==> config.mk <==
export PLATFORM = sky130hd
export DESIGN_NAME = intt_top
export DESIGN_NICKNAME = d
export VERILOG_FILES = /design/src/common/intt_pkg.sv /design/src/logic/coef_ram.sv /design/src/logic/intt_top.sv /design/src/ntt_core/gs_butterfly.sv /design/src/ntt_core/intt_ctrl.sv /design/src/ntt_core/twiddle_rom.sv
export SDC_FILE = /design/constraint.sdc
export NUM_CORES = 2
export LEC_CHECK = 0
export BUFFER_PORTS_ARGS = -buffer_cell sky130_fd_sc_hd__buf_2
export CAP_MARGIN = 30
export CORE_MARGIN = 10
export CORE_UTILIZATION = 50
export DETAILED_ROUTE_END_ITERATION = 8
export PLACE_DENSITY = 0.68
export SYNTH_ARGS = -nofsm -noshare
export SYNTH_HDL_FRONTEND = slang
export SYNTH_SLANG_ARGS = --single-unit
==> constraint.sdc <==
create_clock -name clk -period 8.6 [get_ports clk]
set_input_delay 1.29 -clock clk [delete_from_list [all_inputs] [get_ports clk]]
set_output_delay 1.29 -clock clk [all_outputs]
set_load 0.01 [all_outputs]
==> src/common/intt_pkg.sv <==
// ring constants, data types, sequencer states and the twiddle power function
package intt_pkg;

    localparam int COEF_W     = 13;                 // one coefficient word
    localparam int Q          = 7681;               // prime modulus
    localparam int RING_DEPTH = 4;
    localparam int RING_SIZE  = 1 << RING_DEPTH;    // 16 coefficients
    localparam int N_INV      = 7201;               // 16 * 7201 = 1 mod q

    // 62 has order 512 mod q, so 62^32 = 7154 has order 16
    // forward root is 7098, this is its inverse
    localparam int OMEGA_INV  = 7154;

    localparam int TW_W       = RING_DEPTH - 1;     // exponent index bits
    localparam int TW_SIZE    = RING_SIZE / 2;      // powers 0..7
    localparam int BF_LATENCY = 3;                  // butterfly pipeline depth

    // barrett constants for the product reduction
    localparam int PROD_W     = 2 * COEF_W;
    localparam int BARRETT_MU = (1 << PROD_W) / Q;  // floor(2^26 / q)

    typedef logic [COEF_W-1:0]     coef_t;
    typedef logic [RING_DEPTH-1:0] addr_t;
    typedef logic [TW_W-1:0]       tw_idx_t;

    typedef enum logic [2:0] {
        IDLE,   // waits for a command strobe
        LOAD,   // 16 words in from din
        STAGE,  // 8 butterflies per stage
        DRAIN,  // lets write-back catch up
        SCALE,  // multiply by n^-1
        READ    // 16 words out on dout
    } seq_state_t;

    // omega_inv ^ power mod q, by repeated multiply
    function automatic coef_t omega_pow(input int unsigned power);
        int unsigned acc;
        acc = 1;
        for (int unsigned i = 0; i < power; i++) begin
            acc = (acc * OMEGA_INV) % Q;    // stays below 2^26
        end
        return coef_t'(acc);
    endfunction

endpackage

==> src/logic/coef_ram.sv <==
// 16-word coefficient store, two registered read ports and two write ports
`timescale 1ns/1ns

module coef_ram (
    input  logic            clk,
    input  intt_pkg::addr_t rd_addr0,
    input  intt_pkg::addr_t rd_addr1,
    input  logic            wr_en0,
    input  logic            wr_en1,
    input  intt_pkg::addr_t wr_addr0,
    input  intt_pkg::addr_t wr_addr1,
    input  intt_pkg::coef_t wr_data0,
    input  intt_pkg::coef_t wr_data1,
    output intt_pkg::coef_t rd_data0,
    output intt_pkg::coef_t rd_data1
);
    import intt_pkg::*;

    coef_t mem [RING_SIZE];  // whole polynomial

    // butterfly writes u and v to distinct addresses
    always_ff @(posedge clk) begin
        if (wr_en0) begin
            mem[wr_addr0] <= wr_data0;
        end
        if (wr_en1) begin
            mem[wr_addr1] <= wr_data1;
        end
    end

    // read data one cycle after the address
    always_ff @(posedge clk) begin
        rd_data0 <= mem[rd_addr0];
        rd_data1 <= mem[rd_addr1];
    end

endmodule

==> src/logic/intt_top.sv <==
// top level with sequencer, coefficient memory, butterfly and twiddle table
`timescale 1ns/1ns

module intt_top (
    input  logic            clk,
    input  logic            reset,
    input  logic            load_data,
    input  intt_pkg::coef_t din,
    input  logic            start_intt,
    input  logic            output_data_single,
    output logic            done,
    output intt_pkg::coef_t dout
);
    import intt_pkg::*;

    // memory ports
    addr_t   rd_addr0;
    addr_t   rd_addr1;
    coef_t   rd_data0;
    coef_t   rd_data1;
    logic    wr_en0;
    logic    wr_en1;
    addr_t   wr_addr0;
    addr_t   wr_addr1;
    coef_t   wr_data0;
    coef_t   wr_data1;

    // butterfly and twiddle path
    tw_idx_t tw_idx;
    coef_t   tw_value;
    coef_t   bf_u;
    coef_t   bf_v;
    coef_t   bf_w;
    coef_t   bf_sum;
    coef_t   bf_diff;

    intt_ctrl u_ctrl (
        .clk                (clk),
        .reset              (reset),
        .load_data          (load_data),
        .din                (din),
        .start_intt         (start_intt),
        .output_data_single (output_data_single),
        .rd_data0           (rd_data0),
        .rd_data1           (rd_data1),
        .bf_sum             (bf_sum),
        .bf_diff            (bf_diff),
        .tw_value           (tw_value),
        .done               (done),
        .dout               (dout),
        .rd_addr0           (rd_addr0),
        .rd_addr1           (rd_addr1),
        .wr_en0             (wr_en0),
        .wr_en1             (wr_en1),
        .wr_addr0           (wr_addr0),
        .wr_addr1           (wr_addr1),
        .wr_data0           (wr_data0),
        .wr_data1           (wr_data1),
        .tw_idx             (tw_idx),
        .bf_u               (bf_u),
        .bf_v               (bf_v),
        .bf_w               (bf_w)
    );

    coef_ram u_ram (
        .clk      (clk),
        .rd_addr0 (rd_addr0),
        .rd_addr1 (rd_addr1),
        .wr_en0   (wr_en0),
        .wr_en1   (wr_en1),
        .wr_addr0 (wr_addr0),
        .wr_addr1 (wr_addr1),
        .wr_data0 (wr_data0),
        .wr_data1 (wr_data1),
        .rd_data0 (rd_data0),
        .rd_data1 (rd_data1)
    );

    gs_butterfly u_bf (
        .clk   (clk),
        .reset (reset),
        .u     (bf_u),
        .v     (bf_v),
        .w     (bf_w),
        .sum   (bf_sum),
        .diff  (bf_diff)
    );

    twiddle_rom u_tw (
        .clk      (clk),
        .tw_idx   (tw_idx),
        .tw_value (tw_value)
    );

endmodule

==> src/ntt_core/gs_butterfly.sv <==
// pipelined gentleman-sande butterfly mod q, sum and twiddled difference
`timescale 1ns/1ns

module gs_butterfly (
    input  logic            clk,
    input  logic            reset,
    input  intt_pkg::coef_t u,
    input  intt_pkg::coef_t v,
    input  intt_pkg::coef_t w,
    output intt_pkg::coef_t sum,
    output intt_pkg::coef_t diff
);
    import intt_pkg::*;

    logic [COEF_W:0]          add_raw;   // u + v with carry
    coef_t                    add_mod;
    coef_t                    sub_mod;
    coef_t                    sum_s1;
    coef_t                    diff_s1;
    coef_t                    w_s1;
    coef_t                    sum_s2;
    logic [PROD_W-1:0]        prod_s2;   // full (u - v) * w
    logic [PROD_W+COEF_W:0]   bar_full;  // product times mu
    logic [COEF_W:0]          quot;      // quotient estimate
    logic [COEF_W+1:0]        rem_a;     // below 3q
    logic [COEF_W+1:0]        rem_b;     // below 2q
    coef_t                    red;

    always_comb begin
        add_raw = u + v;
        add_mod = (add_raw >= Q) ? coef_t'(add_raw - Q) : coef_t'(add_raw);
        sub_mod = (u >= v) ? coef_t'(u - v) : coef_t'(u + Q - v);  // wrap negative
    end

    // barrett reduction, estimate is short by at most 2
    always_comb begin
        bar_full = prod_s2 * (COEF_W + 1)'(BARRETT_MU);
        quot     = bar_full[PROD_W +: COEF_W + 1];
        rem_a    = (COEF_W + 2)'(prod_s2 - quot * Q);
        rem_b    = (rem_a >= Q) ? (COEF_W + 2)'(rem_a - Q) : rem_a;
        red      = (rem_b >= Q) ? coef_t'(rem_b - Q) : coef_t'(rem_b);
    end

    always_ff @(posedge clk or posedge reset) begin
        if (reset) begin
            sum_s1  <= '0;
            diff_s1 <= '0;
            w_s1    <= '0;
            sum_s2  <= '0;
            prod_s2 <= '0;
            sum     <= '0;
            diff    <= '0;
        end else begin
            sum_s1  <= add_mod;  // add / sub
            diff_s1 <= sub_mod;
            w_s1    <= w;
            sum_s2  <= sum_s1;   // multiply
            prod_s2 <= diff_s1 * w_s1;
            sum     <= sum_s2;   // reduce
            diff    <= red;
        end
    end

endmodule

==> src/ntt_core/intt_ctrl.sv <==
// sequencer for load, butterfly stages, scaling and readout with write-back alignment
`timescale 1ns/1ns

module intt_ctrl (
    input  logic              clk,
    input  logic              reset,
    input  logic              load_data,
    input  intt_pkg::coef_t   din,
    input  logic              start_intt,
    input  logic              output_data_single,
    input  intt_pkg::coef_t   rd_data0,
    input  intt_pkg::coef_t   rd_data1,
    input  intt_pkg::coef_t   bf_sum,
    input  intt_pkg::coef_t   bf_diff,
    input  intt_pkg::coef_t   tw_value,
    output logic              done,
    output intt_pkg::coef_t   dout,
    output intt_pkg::addr_t   rd_addr0,
    output intt_pkg::addr_t   rd_addr1,
    output logic              wr_en0,
    output logic              wr_en1,
    output intt_pkg::addr_t   wr_addr0,
    output intt_pkg::addr_t   wr_addr1,
    output intt_pkg::coef_t   wr_data0,
    output intt_pkg::coef_t   wr_data1,
    output intt_pkg::tw_idx_t tw_idx,
    output intt_pkg::coef_t   bf_u,
    output intt_pkg::coef_t   bf_v,
    output intt_pkg::coef_t   bf_w
);
    import intt_pkg::*;

    seq_state_t state;
    addr_t      cnt;        // cycle within the current state
    logic [2:0] stage_cnt;  // 0..3 butterfly stages, 4 is scaling

    // pair addressing for the current stage
    addr_t      half_span;  // m = 8 >> s
    addr_t      lo_mask;
    addr_t      pair_idx;
    addr_t      pair_u;
    addr_t      pair_v;
    tw_idx_t    pair_tw;

    // issue stage, lines up with the memory read register
    logic       iss_en0;
    logic       iss_en1;
    logic       iss_scale;
    addr_t      iss_addr0;
    addr_t      iss_addr1;

    // write-back delay line through the butterfly
    logic [BF_LATENCY-1:0] en0_sr;
    logic [BF_LATENCY-1:0] en1_sr;
    addr_t                 addr0_sr [BF_LATENCY];
    addr_t                 addr1_sr [BF_LATENCY];

    always_comb begin
        half_span = addr_t'(RING_SIZE / 2) >> stage_cnt;
        lo_mask   = half_span - 1'b1;
        pair_idx  = {1'b0, cnt[TW_W-1:0]};                          // butterfly p
        pair_u    = ((pair_idx & ~lo_mask) << 1) | (pair_idx & lo_mask); // group*2m + j
        pair_v    = pair_u | half_span;                             // u + m
        pair_tw   = tw_idx_t'(cnt[TW_W-1:0] & lo_mask[TW_W-1:0]) << stage_cnt; // j << s
    end

    always_ff @(posedge clk or posedge reset) begin
        if (reset) begin
            state     <= IDLE;
            cnt       <= '0;
            stage_cnt <= '0;
            done      <= 1'b0;
        end else begin
            done <= 1'b0;
            case (state)
                IDLE: begin
                    cnt       <= '0;
                    stage_cnt <= '0;
                    if (output_data_single) begin  // readout wins
                        state <= READ;
                    end else if (load_data) begin
                        state <= LOAD;
                    end else if (start_intt) begin
                        state <= STAGE;
                    end
                end
                LOAD, READ: begin
                    cnt <= cnt + 1'b1;  // wraps back to 0
                    if (cnt == addr_t'(RING_SIZE - 1)) begin
                        state <= IDLE;
                    end
                end
                STAGE: begin
                    cnt <= cnt + 1'b1;
                    if (cnt == addr_t'(RING_SIZE / 2 - 1)) begin
                        cnt   <= '0;
                        state <= DRAIN;
                    end
                end
                SCALE: begin
                    cnt <= cnt + 1'b1;
                    if (cnt == addr_t'(RING_SIZE - 1)) begin
                        cnt   <= '0;
                        state <= DRAIN;
                    end
                end
                DRAIN: begin
                    cnt <= cnt + 1'b1;
                    if (cnt == addr_t'(BF_LATENCY)) begin  // last write-back has landed
                        cnt <= '0;
                        if (stage_cnt == 3'(RING_DEPTH)) begin
                            done  <= 1'b1;
                            state <= IDLE;
                        end else begin
                            stage_cnt <= stage_cnt + 1'b1;
                            state     <= (stage_cnt == 3'(RING_DEPTH - 1)) ? SCALE : STAGE;
                        end
                    end
                end
                default: state <= IDLE;
            endcase
        end
    end

    // read side, one cycle ahead of the butterfly
    always_comb begin
        rd_addr0 = '0;  // idle default also primes word 0 for readout
        rd_addr1 = '0;
        case (state)
            STAGE: begin
                rd_addr0 = pair_u;
                rd_addr1 = pair_v;
            end
            SCALE: rd_addr0 = cnt;
            READ:  rd_addr0 = cnt + 1'b1;  // word 0 was read in idle
            default: ;
        endcase
        tw_idx = (state == STAGE) ? pair_tw : '0;
    end

    always_ff @(posedge clk or posedge reset) begin
        if (reset) begin
            iss_en0   <= 1'b0;
            iss_en1   <= 1'b0;
            iss_scale <= 1'b0;
            en0_sr    <= '0;
            en1_sr    <= '0;
        end else begin
            iss_en0   <= (state == STAGE);                     // sum goes back to u
            iss_en1   <= (state == STAGE) || (state == SCALE); // diff goes back to v
            iss_scale <= (state == SCALE);
            en0_sr    <= {en0_sr[BF_LATENCY-2:0], iss_en0};
            en1_sr    <= {en1_sr[BF_LATENCY-2:0], iss_en1};
        end
    end

    always_ff @(posedge clk) begin
        iss_addr0   <= pair_u;
        iss_addr1   <= (state == SCALE) ? cnt : pair_v;  // scaled word stays in place
        addr0_sr[0] <= iss_addr0;
        addr1_sr[0] <= iss_addr1;
        for (int i = 1; i < BF_LATENCY; i++) begin
            addr0_sr[i] <= addr0_sr[i-1];
            addr1_sr[i] <= addr1_sr[i-1];
        end
    end

    // butterfly operands straight from the memory and rom registers
    assign bf_u = rd_data0;
    assign bf_v = iss_scale ? '0 : rd_data1;  // v = 0 turns diff into u * w
    assign bf_w = iss_scale ? coef_t'(N_INV) : tw_value;

    // port 0 shared between load and write-back
    assign wr_en0   = (state == LOAD) || en0_sr[BF_LATENCY-1];
    assign wr_addr0 = (state == LOAD) ? cnt : addr0_sr[BF_LATENCY-1];
    assign wr_data0 = (state == LOAD) ? din : bf_sum;
    assign wr_en1   = en1_sr[BF_LATENCY-1];
    assign wr_addr1 = addr1_sr[BF_LATENCY-1];
    assign wr_data1 = bf_diff;

    always_ff @(posedge clk or posedge reset) begin
        if (reset) begin
            dout <= '0;
        end else begin
            dout <= (state == READ) ? rd_data0 : '0;  // zero outside the window
        end
    end

endmodule

==> src/ntt_core/twiddle_rom.sv <==
// registered table of inverse root powers 0..7
`timescale 1ns/1ns

module twiddle_rom (
    input  logic              clk,
    input  intt_pkg::tw_idx_t tw_idx,
    output intt_pkg::coef_t   tw_value
);
    import intt_pkg::*;

    coef_t tw_tab [TW_SIZE];

    // constant entries, folded at elaboration
    for (genvar i = 0; i < TW_SIZE; i++) begin : g_tab
        assign tw_tab[i] = omega_pow(i);
    end

    always_ff @(posedge clk) begin
        tw_value <= tw_tab[tw_idx];  // one cycle like the coefficient reads
    end

endmodule

* Word level (Yosys, flattened, before mapping)
Memory sizes are Yosys's and may differ from the RTL's. A register that Yosys moved wholly into a read port is not among the register bits. Index checks and enable logic that the tools add are counted. Widths: inputs -> output; s select.
Word-level totals: memories kept 4, output and inout port bits 14, bits of input ports 18, memory bits (read-only) 104, word-level logic and storage cells 111, register bits after elaboration 145, bits in writable memories 232
Cells by class: add/sub/neg operators 11, equality and inequality tests 16, order comparisons 4, multiplexer cells 37, reduce and logical (&&, ||, !) cells 8, $mul 3, shifts and indexed selects 2, bitwise logic cells 7
Memory list:
- u_ram.mem | words 16, bits a word 13, read ports 2, clocked after memory_dff 2, write ports 2, line coef_ram.sv:19 | coef_t mem [RING_SIZE];
- (name not given) | words 8, bits a word 13, read ports 1, clocked after memory_dff 1, write ports 0, line twiddle_rom.sv:19 | tw_value <= tw_tab[tw_idx];
- u_ctrl.addr0_sr | words 3, bits a word 4, read ports 3, clocked after memory_dff 0, write ports 3, line intt_ctrl.sv:55 | addr_t addr0_sr [BF_LATENCY];
- u_ctrl.addr1_sr | words 3, bits a word 4, read ports 3, clocked after memory_dff 0, write ports 3, line intt_ctrl.sv:56 | addr_t addr1_sr [BF_LATENCY];
Operators with widths (count):
- $mux 13 | 7
- $mux 3 | 12
- $mul 26x9->35 const B | 1
- $ge 15x13->1 const B | 2
- $mul 13x13->26 | 1
- $sub 13x13->13 | 2
- $sub 13x13->13 const B | 2
- $mux 4 | 6
- $pmux 4 s5 | 1
- $mul 14x13->15 const B | 1
- $mux 15 | 1
- $pmux 3 s5 | 1
- $sub 15x13->15 const B | 1
- $sub 15x15->15 | 1
- $add 13x13->14 | 1
- $ge 14x13->1 const B | 1
- $add 13x13->13 const B | 1
- $ge 13x13->1 | 1
- $pmux 4 s3 | 1
- $eq 3x2->1 const B | 3
- $eq 3x3->1 const B | 3
- $ne 2x1->1 const B | 4
- $or 4x4->4 | 2
- $mux 1 | 7
- 23 further kinds | 25

* Depth between registers and ports, before layout
depth after elaboration 7, mapped depth 44, mapped depth without buffers 43

* Cells and area by module
From an unflattened synthesis, not the netlist that was laid out.
Unflattened totals: cells, all modules 2684, area total of the unflattened synthesis 30899.6 um2
By module, submodules not included:
- gs_butterfly | instances 1, area each 14695.3 um2, cells an instance 1592
- coef_ram | instances 1, area each 12653.4 um2, cells an instance 757
- intt_ctrl | instances 1, area each 3081.7 um2, cells an instance 294
- twiddle_rom | instances 1, area each 469.2 um2, cells an instance 41

* Least setup slack after synthesis
Ideal clock, no wire load.
path type reg2reg, start point register u_bf.prod_s2[12], end point register u_bf.diff[12], stages on the path, launching flop included 43, arrival 9022 ps, path slack -548 ps, path buffers 1, library setup time 126 ps, period minus slack after synthesis 9148 ps, cells stage by stage dfrtp_1 ha_1 inv_1 fa_1 inv_1 ha_1 ha_1 and2_4 a221o_1 a31oi_2 o21a_4 o211ai_1 a21oi_1 o21ai_0 a21oi_1 nor2b_1 o21ai_0 a21boi_0 [... 7 more ...] fa_1 inv_1 ha_1 and3_1 a211o_1 a211o_1 and4_1 nor3_2 o211ai_4 nor2_2 buf_1 xnor2_1 ha_1 nand2_1 a211oi_2 nand3_1 nor4b_2 xnor2_1
On the way: word-level cells in the longest chain between the ends 7, elaborated cells between the ends (all ways) 9, those cells by class add/sub (3); mul (2); order compare (2); mux (2)
Ends and longest elaborated chain:
- from (decl) | line gs_butterfly.sv:22 | logic [PROD_W-1:0] prod_s2;
- from (signal assigned) | line gs_butterfly.sv:58 | prod_s2 <= diff_s1 * w_s1;
- $mul 26x9->35 | line gs_butterfly.sv:37 | bar_full = prod_s2 * (COEF_W + 1)'(BARRETT_MU);
- $mul 14x13->15 | line gs_butterfly.sv:39 | rem_a = (COEF_W + 2)'(prod_s2 - quot * Q);
- $sub 15x15->15 (*) | line gs_butterfly.sv:39
- $sub 15x13->15 or $ge 15x13->1 (tied branches) | line gs_butterfly.sv:40 | rem_b = (rem_a >= Q) ? (COEF_W + 2)'(rem_a - Q) : rem_a;
- $mux 15 (*) | line gs_butterfly.sv:40
- $sub 13x13->13 or $ge 15x13->1 (tied branches) | line gs_butterfly.sv:41 | red = (rem_b >= Q) ? coef_t'(rem_b - Q) : coef_t'(rem_b);
- $mux 13 (*) | line gs_butterfly.sv:41
- via u_bf.red[12] | line gs_butterfly.sv:27 | coef_t red;
- to (signal assigned) | line gs_butterfly.sv:60 | diff <= red;
- to (decl) | line gs_butterfly.sv:11 | output intt_pkg::coef_t diff
The timed path passes the listed nets; every way through them passes the cells marked *. A chain may end at the register's enable or synchronous reset.

* Worst setup path in the final report
Same ends and word-level chain as after synthesis.

==> flow_summary.yaml <==
drt:
  first_pass_iters: 5
  first_iter_violations: 2390
  antenna_left: 0
  wl_per_cell_um: 20.3
  num_vias: 24900
  routed_via_density: 5.80
  drt-total-wl_mm: 87.1
  drc: 0
cells_and_area:
  post-route-util_pct: 57.0
  nets: 3909
  largest_reg_flops: 208
  instances_no_fill: 4303
  syn_to_final_growth_pct: 12.5
  largest-register: "u_ram.mem"
  layout_commonest_cell: "nand2_1"
  biggestRegsByFlops: "u_ram.mem: 208 flops, u_bf.prod_s2: 26 flops"
  drive_gt1_share_pct: 11.3
  final_cell_mix: "nand2_1, a21oi_1, nor2_1"
  antenna_cells: 0
critical_path:
  r2r-start: "u_bf.prod_s2[12]"
  crit_type: "reg2reg"
  cp_slowest_cell: "fa_1"
  r2r_setup_slack_ns: -0.11
  r2r_end: "u_bf.diff[12]"
  cp.arrival_ns: 9.21
  worstPathMaxFanout: 6
  critPathCaptureType: "flop"
  crit_required_ns: 9.10
  crit_path_frequent_cell: "ha_4"
  ff2ff_path_depth: 41
  critical-path-max-stage-delay_ns: 0.50
  cp-start-kind: "flop"
global_route:
  antenna_found_initial: 1
  grt_pass1_wl_mm: 135
  grt_pass1_vias: 24000
  groute.usage.overall_pct: 24.0
  grt_max_degree: 72
  grt.overflow.total: 0
logic_synthesis:
  syn_nets: 3874
  synth_flop_cell: "edfxtp_1"
  synth_warnings: 0
  async_reset_ff_share_pct: 32.9
  synth_edf_count: 208
  synth_area_um2: 30700
  ys_types: 85
  syn_area_per_cell_um2: 8.90
  ys_ff_latch: 416
  seq_area_frac_synth_pct: 36.1
  synth_cells: 3450
floorplan:
  die_width_um: 268
  initial_core_util_pct: 50.7
  die_h_um: 268
  rows: 90
  core_area_um2: 60600
  ios: 32
  die_area_um2: 71700
clock_network:
  clock-sinks: 416
  htreeDepth: 2
  cts.path.max_buffers: 3
  insertion_delay_ns: 0.62
  cts_hold_buf: 0
  clk_pin_slew_ns: 0.07
  numCtsBuffers: 44
  cts_root_buf: "clkbuf_16"
  cts_tree: "built"
timing:
  finalSetupTns_ns: -0.574
  final_max_slew_viol_count: 0
  fin_skew_ns: 0.0398
  finalSetupViolations: 11
  finalWorstSetupSlack_ns: -0.113
  worstMarginPinSlew_ns: 1.05
  fin_crit_ns: 8.71
  holdWs_ns: 0.319
  fin_crit_sh_pct: 101
  hold_viol: 0
  max_clock_freq_mhz: 115
  relSlewSlack_pct: 28.7
  grt_setup_unrepaired: "yes"
outcome:
  outcome: "finished with violations"
  violations: "negative setup slack"
job:
  cap_violations: 0
worst_hold_path:
  holdCritStartpoint: "u_ctrl.addr1_sr[0][1]"
  hold_path_class: "reg2reg"
  hold_end: "u_ctrl.addr1_sr[0][5]"
  hold_depth: 0
placement:
  dpl.cell_count: 4185
  io_buffers: 31
  gp_congestion: 0.908
  dpl.hpwl_mm: 60.2
-- timing repair --
item                       4_1_cts  5_1_grt
setup buffers                   26       14
cloned                           0        0
setup endpoints to repair       13       13
resized for setup               30       49
pin swaps                       54       45
-- cell type report --
type | instances | area [um2]
Fill cell | 5282 | 26100
Multi-Input combinational cell | 2515 | 18200
Sequential cell | 416 | 11100
Inverter | 293 | 1100
Clock inverter | 24 | 189
Tap cell | 782 | 978
Timing Repair Buffer | 215 | 1720
Clock buffer | 58 | 1250
-- stage by stage --
stage / cell area [um2] / setup slack [ns]
2_1_floorplan: 30800 / 0.0133
3_3_place_gp: 32200 / -0.236
3_5_place_dp: 32400 / -0.357
4_1_cts: 34200 / -0.164
5_1_grt: 34500 / -0.453
6_report: 34500 / -0.113
-- cells in the mapped netlist, types with 56 or more instances --
cell type | count | area share (%)
and3_1 | 56 | 1.1
fa_1 | 158 | 10
edfxtp_1 | 208 | 20
xnor2_1 | 75 | 2.1
dfxtp_1 | 71 | 4.6
a211oi_1 | 75 | 1.8
clkbuf_1 | 209 | 2.6
ha_1 | 248 | 10
dfrtp_1 | 137 | 11
nand3_1 | 99 | 1.6
a21oi_1 | 328 | 5.3
nand2_1 | 519 | 6.3
a31oi_1 | 75 | 1.5
inv_1 | 292 | 3.6
nor2_1 | 308 | 3.8
o21ai_0 | 75 | 1.2
and2_1 | 129 | 2.6
-- kinds of logic (layout without fill, tap and decap cells) --
kind of cell | Yosys count | after routing | share of synthesized area, %
multiplexers | 34 | 34 | 1.11
flip-flops | 416 | 416 | 36.1
buffers and inverters | 519 | 590 | 6.38
AND/OR/NAND/NOR | 1252 | 1252 | 18.4
adder cells (fa/ha/maj) | 406 | 406 | 20.4
AO/OA/AOI/OAI | 709 | 709 | 14.2
XOR/XNOR | 114 | 114 | 3.28
-- worst max-delay path, delay by kind of cell (launching register included) --
kind,cells,cell delay [ns]
AO/OA/AOI/OAI,18,3.57
flip-flops,1,0.44
XOR/XNOR,3,0.43
buffers and inverters,5,0.44
adder cells (fa/ha/maj),8,2.72
AND/OR/NAND/NOR,7,1.02
-- worst max-delay path by stage --
| stage | from | to | slack (ns) |
|---|---|---|---|
| 2_1_floorplan | u_bf.prod_s2[12] | u_bf.diff[12] | 0.01 |
| 3_3_place_gp | u_bf.prod_s2[12] | u_bf.diff[12] | -0.24 |
| 3_5_place_dp | u_bf.prod_s2[12] | u_bf.diff[12] | -0.36 |
| 4_1_cts | u_bf.prod_s2[15] | u_bf.diff[12] | -0.16 |
| 5_1_grt | u_bf.prod_s2[7] | u_bf.diff[12] | -0.45 |
| 6_report | u_bf.prod_s2[12] | u_bf.diff[12] | -0.11 |
-- layer usage --
layer  global-route usage [%]  vias to the layer above  wire length [um]
met5                        0                        -                13
met4                     9.10                        2              3060
li1                         -                    11700                 -
met3                     3.32                      188              6810
met1                     31.6                    12000             35900
met2                     39.8                     1042             41400
Power is not shown: default switching activity piles up to over one toggle a cycle in this logic, so the estimate is an artifact.
